===== src/soc_defs.svh =====
`ifndef SOC_DEFS_SVH
`define SOC_DEFS_SVH

// bus widths
`define SOC_ADDR_W     8
`define SOC_DATA_W     32

// pin groups
`define SOC_SW_W       16
`define SOC_BTN_W      5
`define SOC_ROPE_W     10

// cycles an input must hold before it is accepted
`define SOC_DB_CYCLES  16

// address bit 4 picks the slave, 0 gpio and 1 rope
`define SOC_SEL_BIT    4

// register offsets
`define SOC_GPIO_OUT   8'h00
`define SOC_GPIO_OE    8'h04
`define SOC_GPIO_IN    8'h08
`define SOC_ROPE_LOC   8'h10
`define SOC_ROPE_BTN   8'h14

`endif


===== src/soc_pkg.sv =====
`include "soc_defs.svh"

package soc_pkg;

   // bus vectors
   typedef logic [`SOC_ADDR_W-1:0] wb_addr_t;
   typedef logic [`SOC_DATA_W-1:0] wb_data_t;

   // board inputs and outputs
   typedef logic [`SOC_SW_W-1:0]   sw_t;
   typedef logic [`SOC_BTN_W-1:0]  btn_t;
   typedef logic [`SOC_ROPE_W-1:0] rope_loc_t;

   // arbiter grant state
   typedef enum logic [1:0] {
      ARB_IDLE,
      ARB_M0,
      ARB_M1
   } arb_state_e;

endpackage


===== src/wb_interconnect.sv =====
`include "soc_defs.svh"

module wb_interconnect (
   input  logic               clk,
   input  logic               i_arst_n,
   // master 0
   input  logic               i_m0_cyc,
   input  logic               i_m0_stb,
   input  logic               i_m0_we,
   input  soc_pkg::wb_addr_t  i_m0_adr,
   input  soc_pkg::wb_data_t  i_m0_dat,
   output soc_pkg::wb_data_t  o_m0_dat,
   output logic               o_m0_ack,
   // master 1
   input  logic               i_m1_cyc,
   input  logic               i_m1_stb,
   input  logic               i_m1_we,
   input  soc_pkg::wb_addr_t  i_m1_adr,
   input  soc_pkg::wb_data_t  i_m1_dat,
   output soc_pkg::wb_data_t  o_m1_dat,
   output logic               o_m1_ack,
   // slave side
   output logic               o_gpio_stb,
   output logic               o_rope_stb,
   output logic               o_s_we,
   output soc_pkg::wb_addr_t  o_s_adr,
   output soc_pkg::wb_data_t  o_s_dat,
   input  soc_pkg::wb_data_t  i_gpio_dat,
   input  soc_pkg::wb_data_t  i_rope_dat,
   input  logic               i_gpio_ack,
   input  logic               i_rope_ack
);

   soc_pkg::arb_state_e state;
   soc_pkg::arb_state_e state_nxt;
   logic                last_m1;
   logic                m0_req;
   logic                m1_req;
   logic                grant_m0;
   logic                grant_m1;
   logic                stb_g;
   logic                sel_rope;
   logic                sel_ack;
   soc_pkg::wb_data_t   sel_dat;
   soc_pkg::wb_addr_t   adr_g;

   assign m0_req = i_m0_cyc & i_m0_stb;
   assign m1_req = i_m1_cyc & i_m1_stb;

   // *********************************************************
   // round robin arbiter
   // *********************************************************
   always_comb begin
      state_nxt = state;
      case (state)
         soc_pkg::ARB_IDLE: begin
            if (m0_req && m1_req) begin
               // the loser of the last round goes first
               state_nxt = last_m1 ? soc_pkg::ARB_M0 : soc_pkg::ARB_M1;
            end else if (m0_req) begin
               state_nxt = soc_pkg::ARB_M0;
            end else if (m1_req) begin
               state_nxt = soc_pkg::ARB_M1;
            end
         end
         soc_pkg::ARB_M0: begin
            if (!i_m0_cyc) begin
               state_nxt = soc_pkg::ARB_IDLE;
            end
         end
         soc_pkg::ARB_M1: begin
            if (!i_m1_cyc) begin
               state_nxt = soc_pkg::ARB_IDLE;
            end
         end
         default: state_nxt = soc_pkg::ARB_IDLE;
      endcase
   end

   always_ff @(posedge clk or negedge i_arst_n) begin
      if (!i_arst_n) begin
         state   <= soc_pkg::ARB_IDLE;
         last_m1 <= 1'b1;
      end else begin
         state <= state_nxt;
         if (state == soc_pkg::ARB_IDLE && state_nxt == soc_pkg::ARB_M0) begin
            last_m1 <= 1'b0;
         end else if (state == soc_pkg::ARB_IDLE && state_nxt == soc_pkg::ARB_M1) begin
            last_m1 <= 1'b1;
         end
      end
   end

   assign grant_m0 = (state == soc_pkg::ARB_M0);
   assign grant_m1 = (state == soc_pkg::ARB_M1);

   // *********************************************************
   // shared slave lines and decode
   // *********************************************************
   assign adr_g   = grant_m1 ? i_m1_adr : i_m0_adr;
   assign o_s_adr = {adr_g[`SOC_ADDR_W-1:2], 2'b00};
   assign o_s_we  = grant_m1 ? i_m1_we : i_m0_we;
   assign o_s_dat = grant_m1 ? i_m1_dat : i_m0_dat;

   assign stb_g    = (grant_m0 & m0_req) | (grant_m1 & m1_req);
   assign sel_rope = adr_g[`SOC_SEL_BIT];

   assign o_gpio_stb = stb_g & ~sel_rope;
   assign o_rope_stb = stb_g & sel_rope;

   // response goes back to the granted master only
   assign sel_ack = sel_rope ? i_rope_ack : i_gpio_ack;
   assign sel_dat = sel_rope ? i_rope_dat : i_gpio_dat;

   assign o_m0_ack = grant_m0 & sel_ack;
   assign o_m1_ack = grant_m1 & sel_ack;
   assign o_m0_dat = grant_m0 ? sel_dat : '0;
   assign o_m1_dat = grant_m1 ? sel_dat : '0;

endmodule


===== src/debounce.sv =====
`include "soc_defs.svh"

module debounce #(
   parameter int WIDTH = 16
) (
   input  logic             clk,
   input  logic             i_arst_n,
   input  logic [WIDTH-1:0] i_raw,
   output logic [WIDTH-1:0] o_stable
);

   localparam int                CNT_W   = $clog2(`SOC_DB_CYCLES + 1);
   localparam logic [CNT_W-1:0] CNT_MAX = CNT_W'(`SOC_DB_CYCLES - 1);

   logic [WIDTH-1:0] sync_q1;
   logic [WIDTH-1:0] sync_q2;
   logic [WIDTH-1:0] last;
   logic [CNT_W-1:0] cnt;
   logic             same;

   assign same = (sync_q2 == last);

   always_ff @(posedge clk or negedge i_arst_n) begin
      if (!i_arst_n) begin
         sync_q1  <= '0;
         sync_q2  <= '0;
         last     <= '0;
         cnt      <= '0;
         o_stable <= '0;
      end else begin
         // two stage synchroniser
         sync_q1 <= i_raw;
         sync_q2 <= sync_q1;
         last    <= sync_q2;
         if (!same) begin
            cnt <= '0;
         end else if (cnt != CNT_MAX) begin
            cnt <= cnt + 1'b1;
         end
         // held long enough, let it through
         if (same && cnt == CNT_MAX) begin
            o_stable <= last;
         end
      end
   end

endmodule


===== src/gpio_regs.sv =====
`include "soc_defs.svh"

module gpio_regs (
   input  logic                                clk,
   input  logic                                i_arst_n,
   input  logic                                i_stb,
   input  logic                                i_we,
   input  soc_pkg::wb_addr_t                   i_adr,
   input  soc_pkg::wb_data_t                   i_dat,
   input  soc_pkg::sw_t                        i_sw_db,
   input  logic [`SOC_DATA_W-`SOC_SW_W-1:0]    i_pins_lo,
   output soc_pkg::wb_data_t                   o_dat,
   output logic                                o_ack,
   output soc_pkg::wb_data_t                   o_gpio_out,
   output soc_pkg::wb_data_t                   o_gpio_oe
);

   logic wr_en;

   // one write per strobe, on the ack edge
   assign wr_en = i_stb & i_we & ~o_ack;

   always_ff @(posedge clk or negedge i_arst_n) begin
      if (!i_arst_n) begin
         o_ack      <= 1'b0;
         o_gpio_out <= '0;
         o_gpio_oe  <= '0;
      end else begin
         o_ack <= i_stb & ~o_ack;
         if (wr_en && i_adr == `SOC_GPIO_OUT) begin
            o_gpio_out <= i_dat;
         end
         if (wr_en && i_adr == `SOC_GPIO_OE) begin
            o_gpio_oe <= i_dat;
         end
      end
   end

   // readback, switches sit above the raw low pins
   always_comb begin
      case (i_adr)
         `SOC_GPIO_OUT: o_dat = o_gpio_out;
         `SOC_GPIO_OE:  o_dat = o_gpio_oe;
         `SOC_GPIO_IN:  o_dat = {i_sw_db, i_pins_lo};
         default:       o_dat = '0;
      endcase
   end

endmodule


===== src/rope_regs.sv =====
`include "soc_defs.svh"

module rope_regs (
   input  logic                clk,
   input  logic                i_arst_n,
   input  logic                i_stb,
   input  logic                i_we,
   input  soc_pkg::wb_addr_t   i_adr,
   input  soc_pkg::wb_data_t   i_dat,
   input  soc_pkg::btn_t       i_btn_db,
   output soc_pkg::wb_data_t   o_dat,
   output logic                o_ack,
   output soc_pkg::rope_loc_t  o_rope_loc
);

   logic wr_loc;

   assign wr_loc = i_stb & i_we & ~o_ack & (i_adr == `SOC_ROPE_LOC);

   always_ff @(posedge clk or negedge i_arst_n) begin
      if (!i_arst_n) begin
         o_ack      <= 1'b0;
         o_rope_loc <= '0;
      end else begin
         o_ack <= i_stb & ~o_ack;
         // only the low bits of the location are kept
         if (wr_loc) begin
            o_rope_loc <= i_dat[`SOC_ROPE_W-1:0];
         end
      end
   end

   always_comb begin
      case (i_adr)
         `SOC_ROPE_LOC: o_dat = soc_pkg::wb_data_t'(o_rope_loc);
         `SOC_ROPE_BTN: o_dat = soc_pkg::wb_data_t'(i_btn_db);
         default:       o_dat = '0;
      endcase
   end

endmodule


===== src/periph_top.sv =====
`include "soc_defs.svh"

module periph_top (
   input  logic                clk,
   input  logic                i_arst_n,
   // master 0
   input  logic                i_m0_cyc,
   input  logic                i_m0_stb,
   input  logic                i_m0_we,
   input  soc_pkg::wb_addr_t   i_m0_adr,
   input  soc_pkg::wb_data_t   i_m0_dat,
   output soc_pkg::wb_data_t   o_m0_dat,
   output logic                o_m0_ack,
   // master 1
   input  logic                i_m1_cyc,
   input  logic                i_m1_stb,
   input  logic                i_m1_we,
   input  soc_pkg::wb_addr_t   i_m1_adr,
   input  soc_pkg::wb_data_t   i_m1_dat,
   output soc_pkg::wb_data_t   o_m1_dat,
   output logic                o_m1_ack,
   // board pins
   input  soc_pkg::wb_data_t   i_gpio_in,
   input  soc_pkg::btn_t       i_btn,
   output soc_pkg::wb_data_t   o_gpio_out,
   output soc_pkg::wb_data_t   o_gpio_oe,
   output soc_pkg::sw_t        o_sw_db,
   output soc_pkg::rope_loc_t  o_rope_loc
);

   logic               gpio_stb;
   logic               rope_stb;
   logic               s_we;
   soc_pkg::wb_addr_t  s_adr;
   soc_pkg::wb_data_t  s_dat;
   soc_pkg::wb_data_t  gpio_dat;
   soc_pkg::wb_data_t  rope_dat;
   logic               gpio_ack;
   logic               rope_ack;
   soc_pkg::btn_t      btn_db;

   // *********************************************************
   // bus
   // *********************************************************
   wb_interconnect wb_interconnect_i (
      .clk        (clk),
      .i_arst_n   (i_arst_n),
      .i_m0_cyc   (i_m0_cyc),
      .i_m0_stb   (i_m0_stb),
      .i_m0_we    (i_m0_we),
      .i_m0_adr   (i_m0_adr),
      .i_m0_dat   (i_m0_dat),
      .o_m0_dat   (o_m0_dat),
      .o_m0_ack   (o_m0_ack),
      .i_m1_cyc   (i_m1_cyc),
      .i_m1_stb   (i_m1_stb),
      .i_m1_we    (i_m1_we),
      .i_m1_adr   (i_m1_adr),
      .i_m1_dat   (i_m1_dat),
      .o_m1_dat   (o_m1_dat),
      .o_m1_ack   (o_m1_ack),
      .o_gpio_stb (gpio_stb),
      .o_rope_stb (rope_stb),
      .o_s_we     (s_we),
      .o_s_adr    (s_adr),
      .o_s_dat    (s_dat),
      .i_gpio_dat (gpio_dat),
      .i_rope_dat (rope_dat),
      .i_gpio_ack (gpio_ack),
      .i_rope_ack (rope_ack)
   );

   // *********************************************************
   // switch and button debounce
   // *********************************************************
   // switches live on the upper half of the gpio pins
   debounce #(.WIDTH(`SOC_SW_W)) sw_db_i (
      .clk      (clk),
      .i_arst_n (i_arst_n),
      .i_raw    (i_gpio_in[`SOC_DATA_W-1:`SOC_DATA_W-`SOC_SW_W]),
      .o_stable (o_sw_db)
   );

   debounce #(.WIDTH(`SOC_BTN_W)) btn_db_i (
      .clk      (clk),
      .i_arst_n (i_arst_n),
      .i_raw    (i_btn),
      .o_stable (btn_db)
   );

   // *********************************************************
   // slaves
   // *********************************************************
   gpio_regs gpio_regs_i (
      .clk        (clk),
      .i_arst_n   (i_arst_n),
      .i_stb      (gpio_stb),
      .i_we       (s_we),
      .i_adr      (s_adr),
      .i_dat      (s_dat),
      .i_sw_db    (o_sw_db),
      .i_pins_lo  (i_gpio_in[`SOC_DATA_W-`SOC_SW_W-1:0]),
      .o_dat      (gpio_dat),
      .o_ack      (gpio_ack),
      .o_gpio_out (o_gpio_out),
      .o_gpio_oe  (o_gpio_oe)
   );

   rope_regs rope_regs_i (
      .clk        (clk),
      .i_arst_n   (i_arst_n),
      .i_stb      (rope_stb),
      .i_we       (s_we),
      .i_adr      (s_adr),
      .i_dat      (s_dat),
      .i_btn_db   (btn_db),
      .o_dat      (rope_dat),
      .o_ack      (rope_ack),
      .o_rope_loc (o_rope_loc)
   );

endmodule


===== config.mk =====
export PLATFORM = sky130hd
export DESIGN_NAME = periph_top
export DESIGN_NICKNAME = d
export VERILOG_FILES = /design/src/soc_pkg.sv /design/src/wb_interconnect.sv /design/src/debounce.sv /design/src/gpio_regs.sv /design/src/rope_regs.sv /design/src/periph_top.sv
export VERILOG_INCLUDE_DIRS = /design/src
export SDC_FILE = /design/constraint.sdc
export NUM_CORES = 1
export LEC_CHECK = 0
export ABC_AREA = 1
export BUFFER_PORTS_ARGS = -buffer_cell sky130_fd_sc_hd__buf_2
export CAP_MARGIN = 20
export CELL_PAD_IN_SITES_DETAIL_PLACEMENT = 0
export CELL_PAD_IN_SITES_GLOBAL_PLACEMENT = 1
export CORE_AREA = 2 2 151 153
export CTS_CLUSTER_DIAMETER = 120
export DETAILED_ROUTE_END_ITERATION = 8
export DIE_AREA = 0 0 153 155
export GPL_TIMING_DRIVEN = 0
export PLACE_DENSITY_LB_ADDON = 0.1
export SLEW_MARGIN = 10
export SYNTH_ARGS = -nofsm -noshare
export SYNTH_HDL_FRONTEND = slang
export SYNTH_SLANG_ARGS = --single-unit

===== constraint.sdc =====
create_clock -name clk -period 2.5 [get_ports clk]
set_input_delay 0.375 -clock clk [delete_from_list [all_inputs] [get_ports clk]]
set_output_delay 0.375 -clock clk [all_outputs]
set_load 0.05 [all_outputs]

==> out/metrics.yaml <==
status: "complete, but fails checks"
violations: "negative setup slack"
synth_enable_flop_cells: 0
ctsRootBufferMaster: "clkbuf_16"
synth_area_leaders: "dfrtp_1, nand2_1, o21ai_1"
num_io_pins: 281
grt_pass1_vias: 7245
rows: 55
fin_util_pct: 53.2
ys_ff_latch: 173
num-nets-final: 1353
critPathCaptureType: "output port"
synth_cell_types: 33
fp.dieW_um: 153
ir_drop_v: 0.000438
worst_setup_path_start_kind: "register"
start_util_pct: 35.2
synth_top_cell_area_share_pct: 55.0
grt_start_max_net_pins: 93
maxCapViolations: 0
yosysTopAreaCell: "dfrtp_1"
cts_buffers: 17
wirelength_um: 26400
wl_per_cell_um: 17.4
crit_type: "register to output port"
drtIter0Drc: 312
synth_area_per_cell_um2: 8.78
overflow: 0
ys_top_cells_by_count: "nand2_1, dfrtp_1, inv_1"
p_leak_nw: 6.48
drive_gt1_share_pct: 44.1
grt_first_pass_wirelength_um: 40700
p_switching_w: 0.00230
yosysMostFrequentCell: "nand2_1"
synth-seq-area-share_pct: 55.4
max_freq_mhz: 352
diodes: 0
antenna_found_initial: 0
yosysWarnings: 0
rr_startpoint: "wb_interconnect_i.state[0]"
cp-startpoint: "wb_interconnect_i.state[0]"
clockBufferDepth: 2
r2r_end: "gpio_regs_i.o_gpio_out[11]"
setup_viol: 65
synth_flop_cell: "dfrtp_1"
hold-worst-slack_ns: 0.0346
die_h_um: 155
coreArea_um2: 22200
drtAntennaViolNets: 0
hpwl_um: 18600
synthToLayoutAreaGrowth_pct: 51.2
synth_nets: 1020
post-route-min-period_ns: 2.84
arrival_ns: 2.46
syn_area_um2: 7820
crit_end: "o_m0_dat[28]"
powerDensity_nw_per_um2: 597
grt_use_total_pct: 22.2
viasPerCell: 4.69
cp_max_fo: 5
clkLatencyLatePin_ns: 0.44
reg2reg_slack_ns: 0.13
worst_ep_required_time_ns: 2.12
setup_slack_ns: -0.337
fin_crit_sh_pct: 113
drc_errors: 0
cts_sinks: 173
die_area_um2: 23700
fin_skew_ns: 0.0139
drtPass1Iterations: 4
swShare_pct: 32.6
finalHoldViolCount: 0
path_clk_slew_ns: 0.08
hp-class: "input pin to register"
p_comb_share_pct: 19.3
p_int_w: 0.00476
dr_total_vias: 7143
slew_headroom_pct: 53.6
cts_tree: "yes"
finalWeightedCongestion: 0.817
cts.htree.levels: 4
reg2reg_depth: 12
syn_inst: 891
worst_slew_pin_slew_ns: 0.696
io_buffer_count: 276
synth_async_sr_flop_share_pct: 100
grt_setup_unrepaired: "true"
p_clk_share_pct: 38.9
drv_slew: 0
seqPwrFrac_pct: 41.8
[critical path, cell delays in order, from the launching register on]
cell and delay [ns]:
dfrtp_2 0.45, buf_6 0.13, nor2_4 0.17, nand2_2 0.09
nand2_4 0.11, nand2_8 0.10, nor2_4 0.21, buf_6 0.18
clkbuf_16 0.17, nand2_2 0.05, nand3_2 0.07, nand2_1 0.06
inv_1 0.08, buf_6 0.15
[power groups by stage]
stage | sequential [W] | combinational, W | clock (W)
2_1_floorplan | 0.00308 | 0.000566 | 0
3_3_place_gp | 0.00300 | 0.00106 | 0
3_5_place_dp | 0.00301 | 0.00107 | 0
4_1_cts | 0.00295 | 0.00124 | 0.00281
5_1_grt | 0.00297 | 0.00146 | 0.00294
6_report | 0.00295 | 0.00137 | 0.00275
[repair_timing]
item | 4_1_cts | 5_1_grt
gates resized for setup | 203 | 180
hold endpoints to repair | 91 | 0
pin swaps | 15 | 32
cloned | 1 | 3
endpoints found under the setup margin | 66 | 66
buffers inserted | 26 | 8
hold buffers | 1 | 0
[metal layers]
| metal | GRT usage, % | vias up | routed length (um) | share of wire (%) |
|---|---|---|---|---|
| li1 | - | 3496 | - | - |
| met5 | 0 | - | 0 | 0 |
| met3 | 3.79 | 21 | 1210 | 4.6 |
| met4 | 5.82 | 0 | 312 | 1.2 |
| met1 | 30.3 | 3423 | 12200 | 46 |
| met2 | 37.0 | 203 | 12700 | 48 |
[metrics by stage]
stage / cell area [um^2] / std cells / setup TNS, ns / setup slack, ns / total power, W
2_1_floorplan: 7820 / 891 / -3.35 / -0.337 / 0.00365
3_3_place_gp: 9560 / 1452 / -316.78 / -1.78 / 0.00406
3_5_place_dp: 9600 / 1453 / -12.03 / -0.290 / 0.00407
4_1_cts: 11100 / 1513 / -16.63 / -0.318 / 0.00700
5_1_grt: 11800 / 1522 / -25.46 / -0.447 / 0.00737
6_report: 11800 / 1522 / -18.52 / -0.337 / 0.00706
[layout by cell type (no fill, tap or decap), types with 24 or more instances in the layout]
cell type and count:
buf_4 24, nand2_1 213, buf_2 227, mux2i_1 32
nor2_1 25, nand2_2 57, inv_2 27, dfrtp_1 171
buf_8 32, o21ai_0 26, buf_6 50, inv_1 69
o21ai_1 72
[cells by family (layout without fill, tap and decap cells)]
| logic type | Yosys count | after routing | synth area share, % |
|---|---|---|---|
| adder cells (fa/ha/maj) | 4 | 4 | 0.640 |
| buffers and inverters | 137 | 483 | 7.31 |
| flip-flops | 173 | 173 | 55.4 |
| AO/OA/AOI/OAI | 115 | 115 | 7.50 |
| XOR/XNOR | 25 | 25 | 2.80 |
| AND/OR/NAND/NOR | 405 | 405 | 22.3 |
| multiplexers | 32 | 32 | 4.10 |
[area by class of cell]
| cell class | count | area (um^2) |
|---|---|---|
| fill | 2132 | 10400 |
| sequential | 173 | 4330 |
| multi-input combinational | 581 | 3460 |
| timing repair buffer | 315 | 2350 |
| clock buffer | 17 | 425 |
| inverter | 98 | 378 |
| tap | 285 | 357 |
| buffer | 38 | 315 |
| clock inverter | 15 | 204 |
[flip-flops by register name (all words and copies together), names as in the netlist, 10 cells and up]
register and cells:
gpio_regs_i.o_gpio_oe 32, gpio_regs_i.o_gpio_out 32, sw_db_i.last 16, sw_db_i.o_stable 16, sw_db_i.sync_q1 16, sw_db_i.sync_q2 16
rope_regs_i.o_rope_loc 10
[how the worst min path moves through the flow]
| stage | slack (ns) | depth (start not counted) | endpoint | startpoint |
|---|---|---|---|---|
| 2_1_floorplan | 0.08 | 0 | btn_db_i.cnt[0] | i_arst_n |
| 3_3_place_gp | 0.33 | 0 | btn_db_i.sync_q2[2] | btn_db_i.sync_q1[2] |
| 3_5_place_dp | 0.34 | 0 | sw_db_i.sync_q2[4] | sw_db_i.sync_q1[4] |
| 4_1_cts | 0.02 | 1 | sw_db_i.sync_q1[7] | i_gpio_in[23] |
| 5_1_grt | 0.009 | 1 | sw_db_i.sync_q1[9] | i_gpio_in[25] |
| 6_report | 0.03 | 1 | sw_db_i.sync_q1[9] | i_gpio_in[25] |
(Power assumes the default switching activity.)
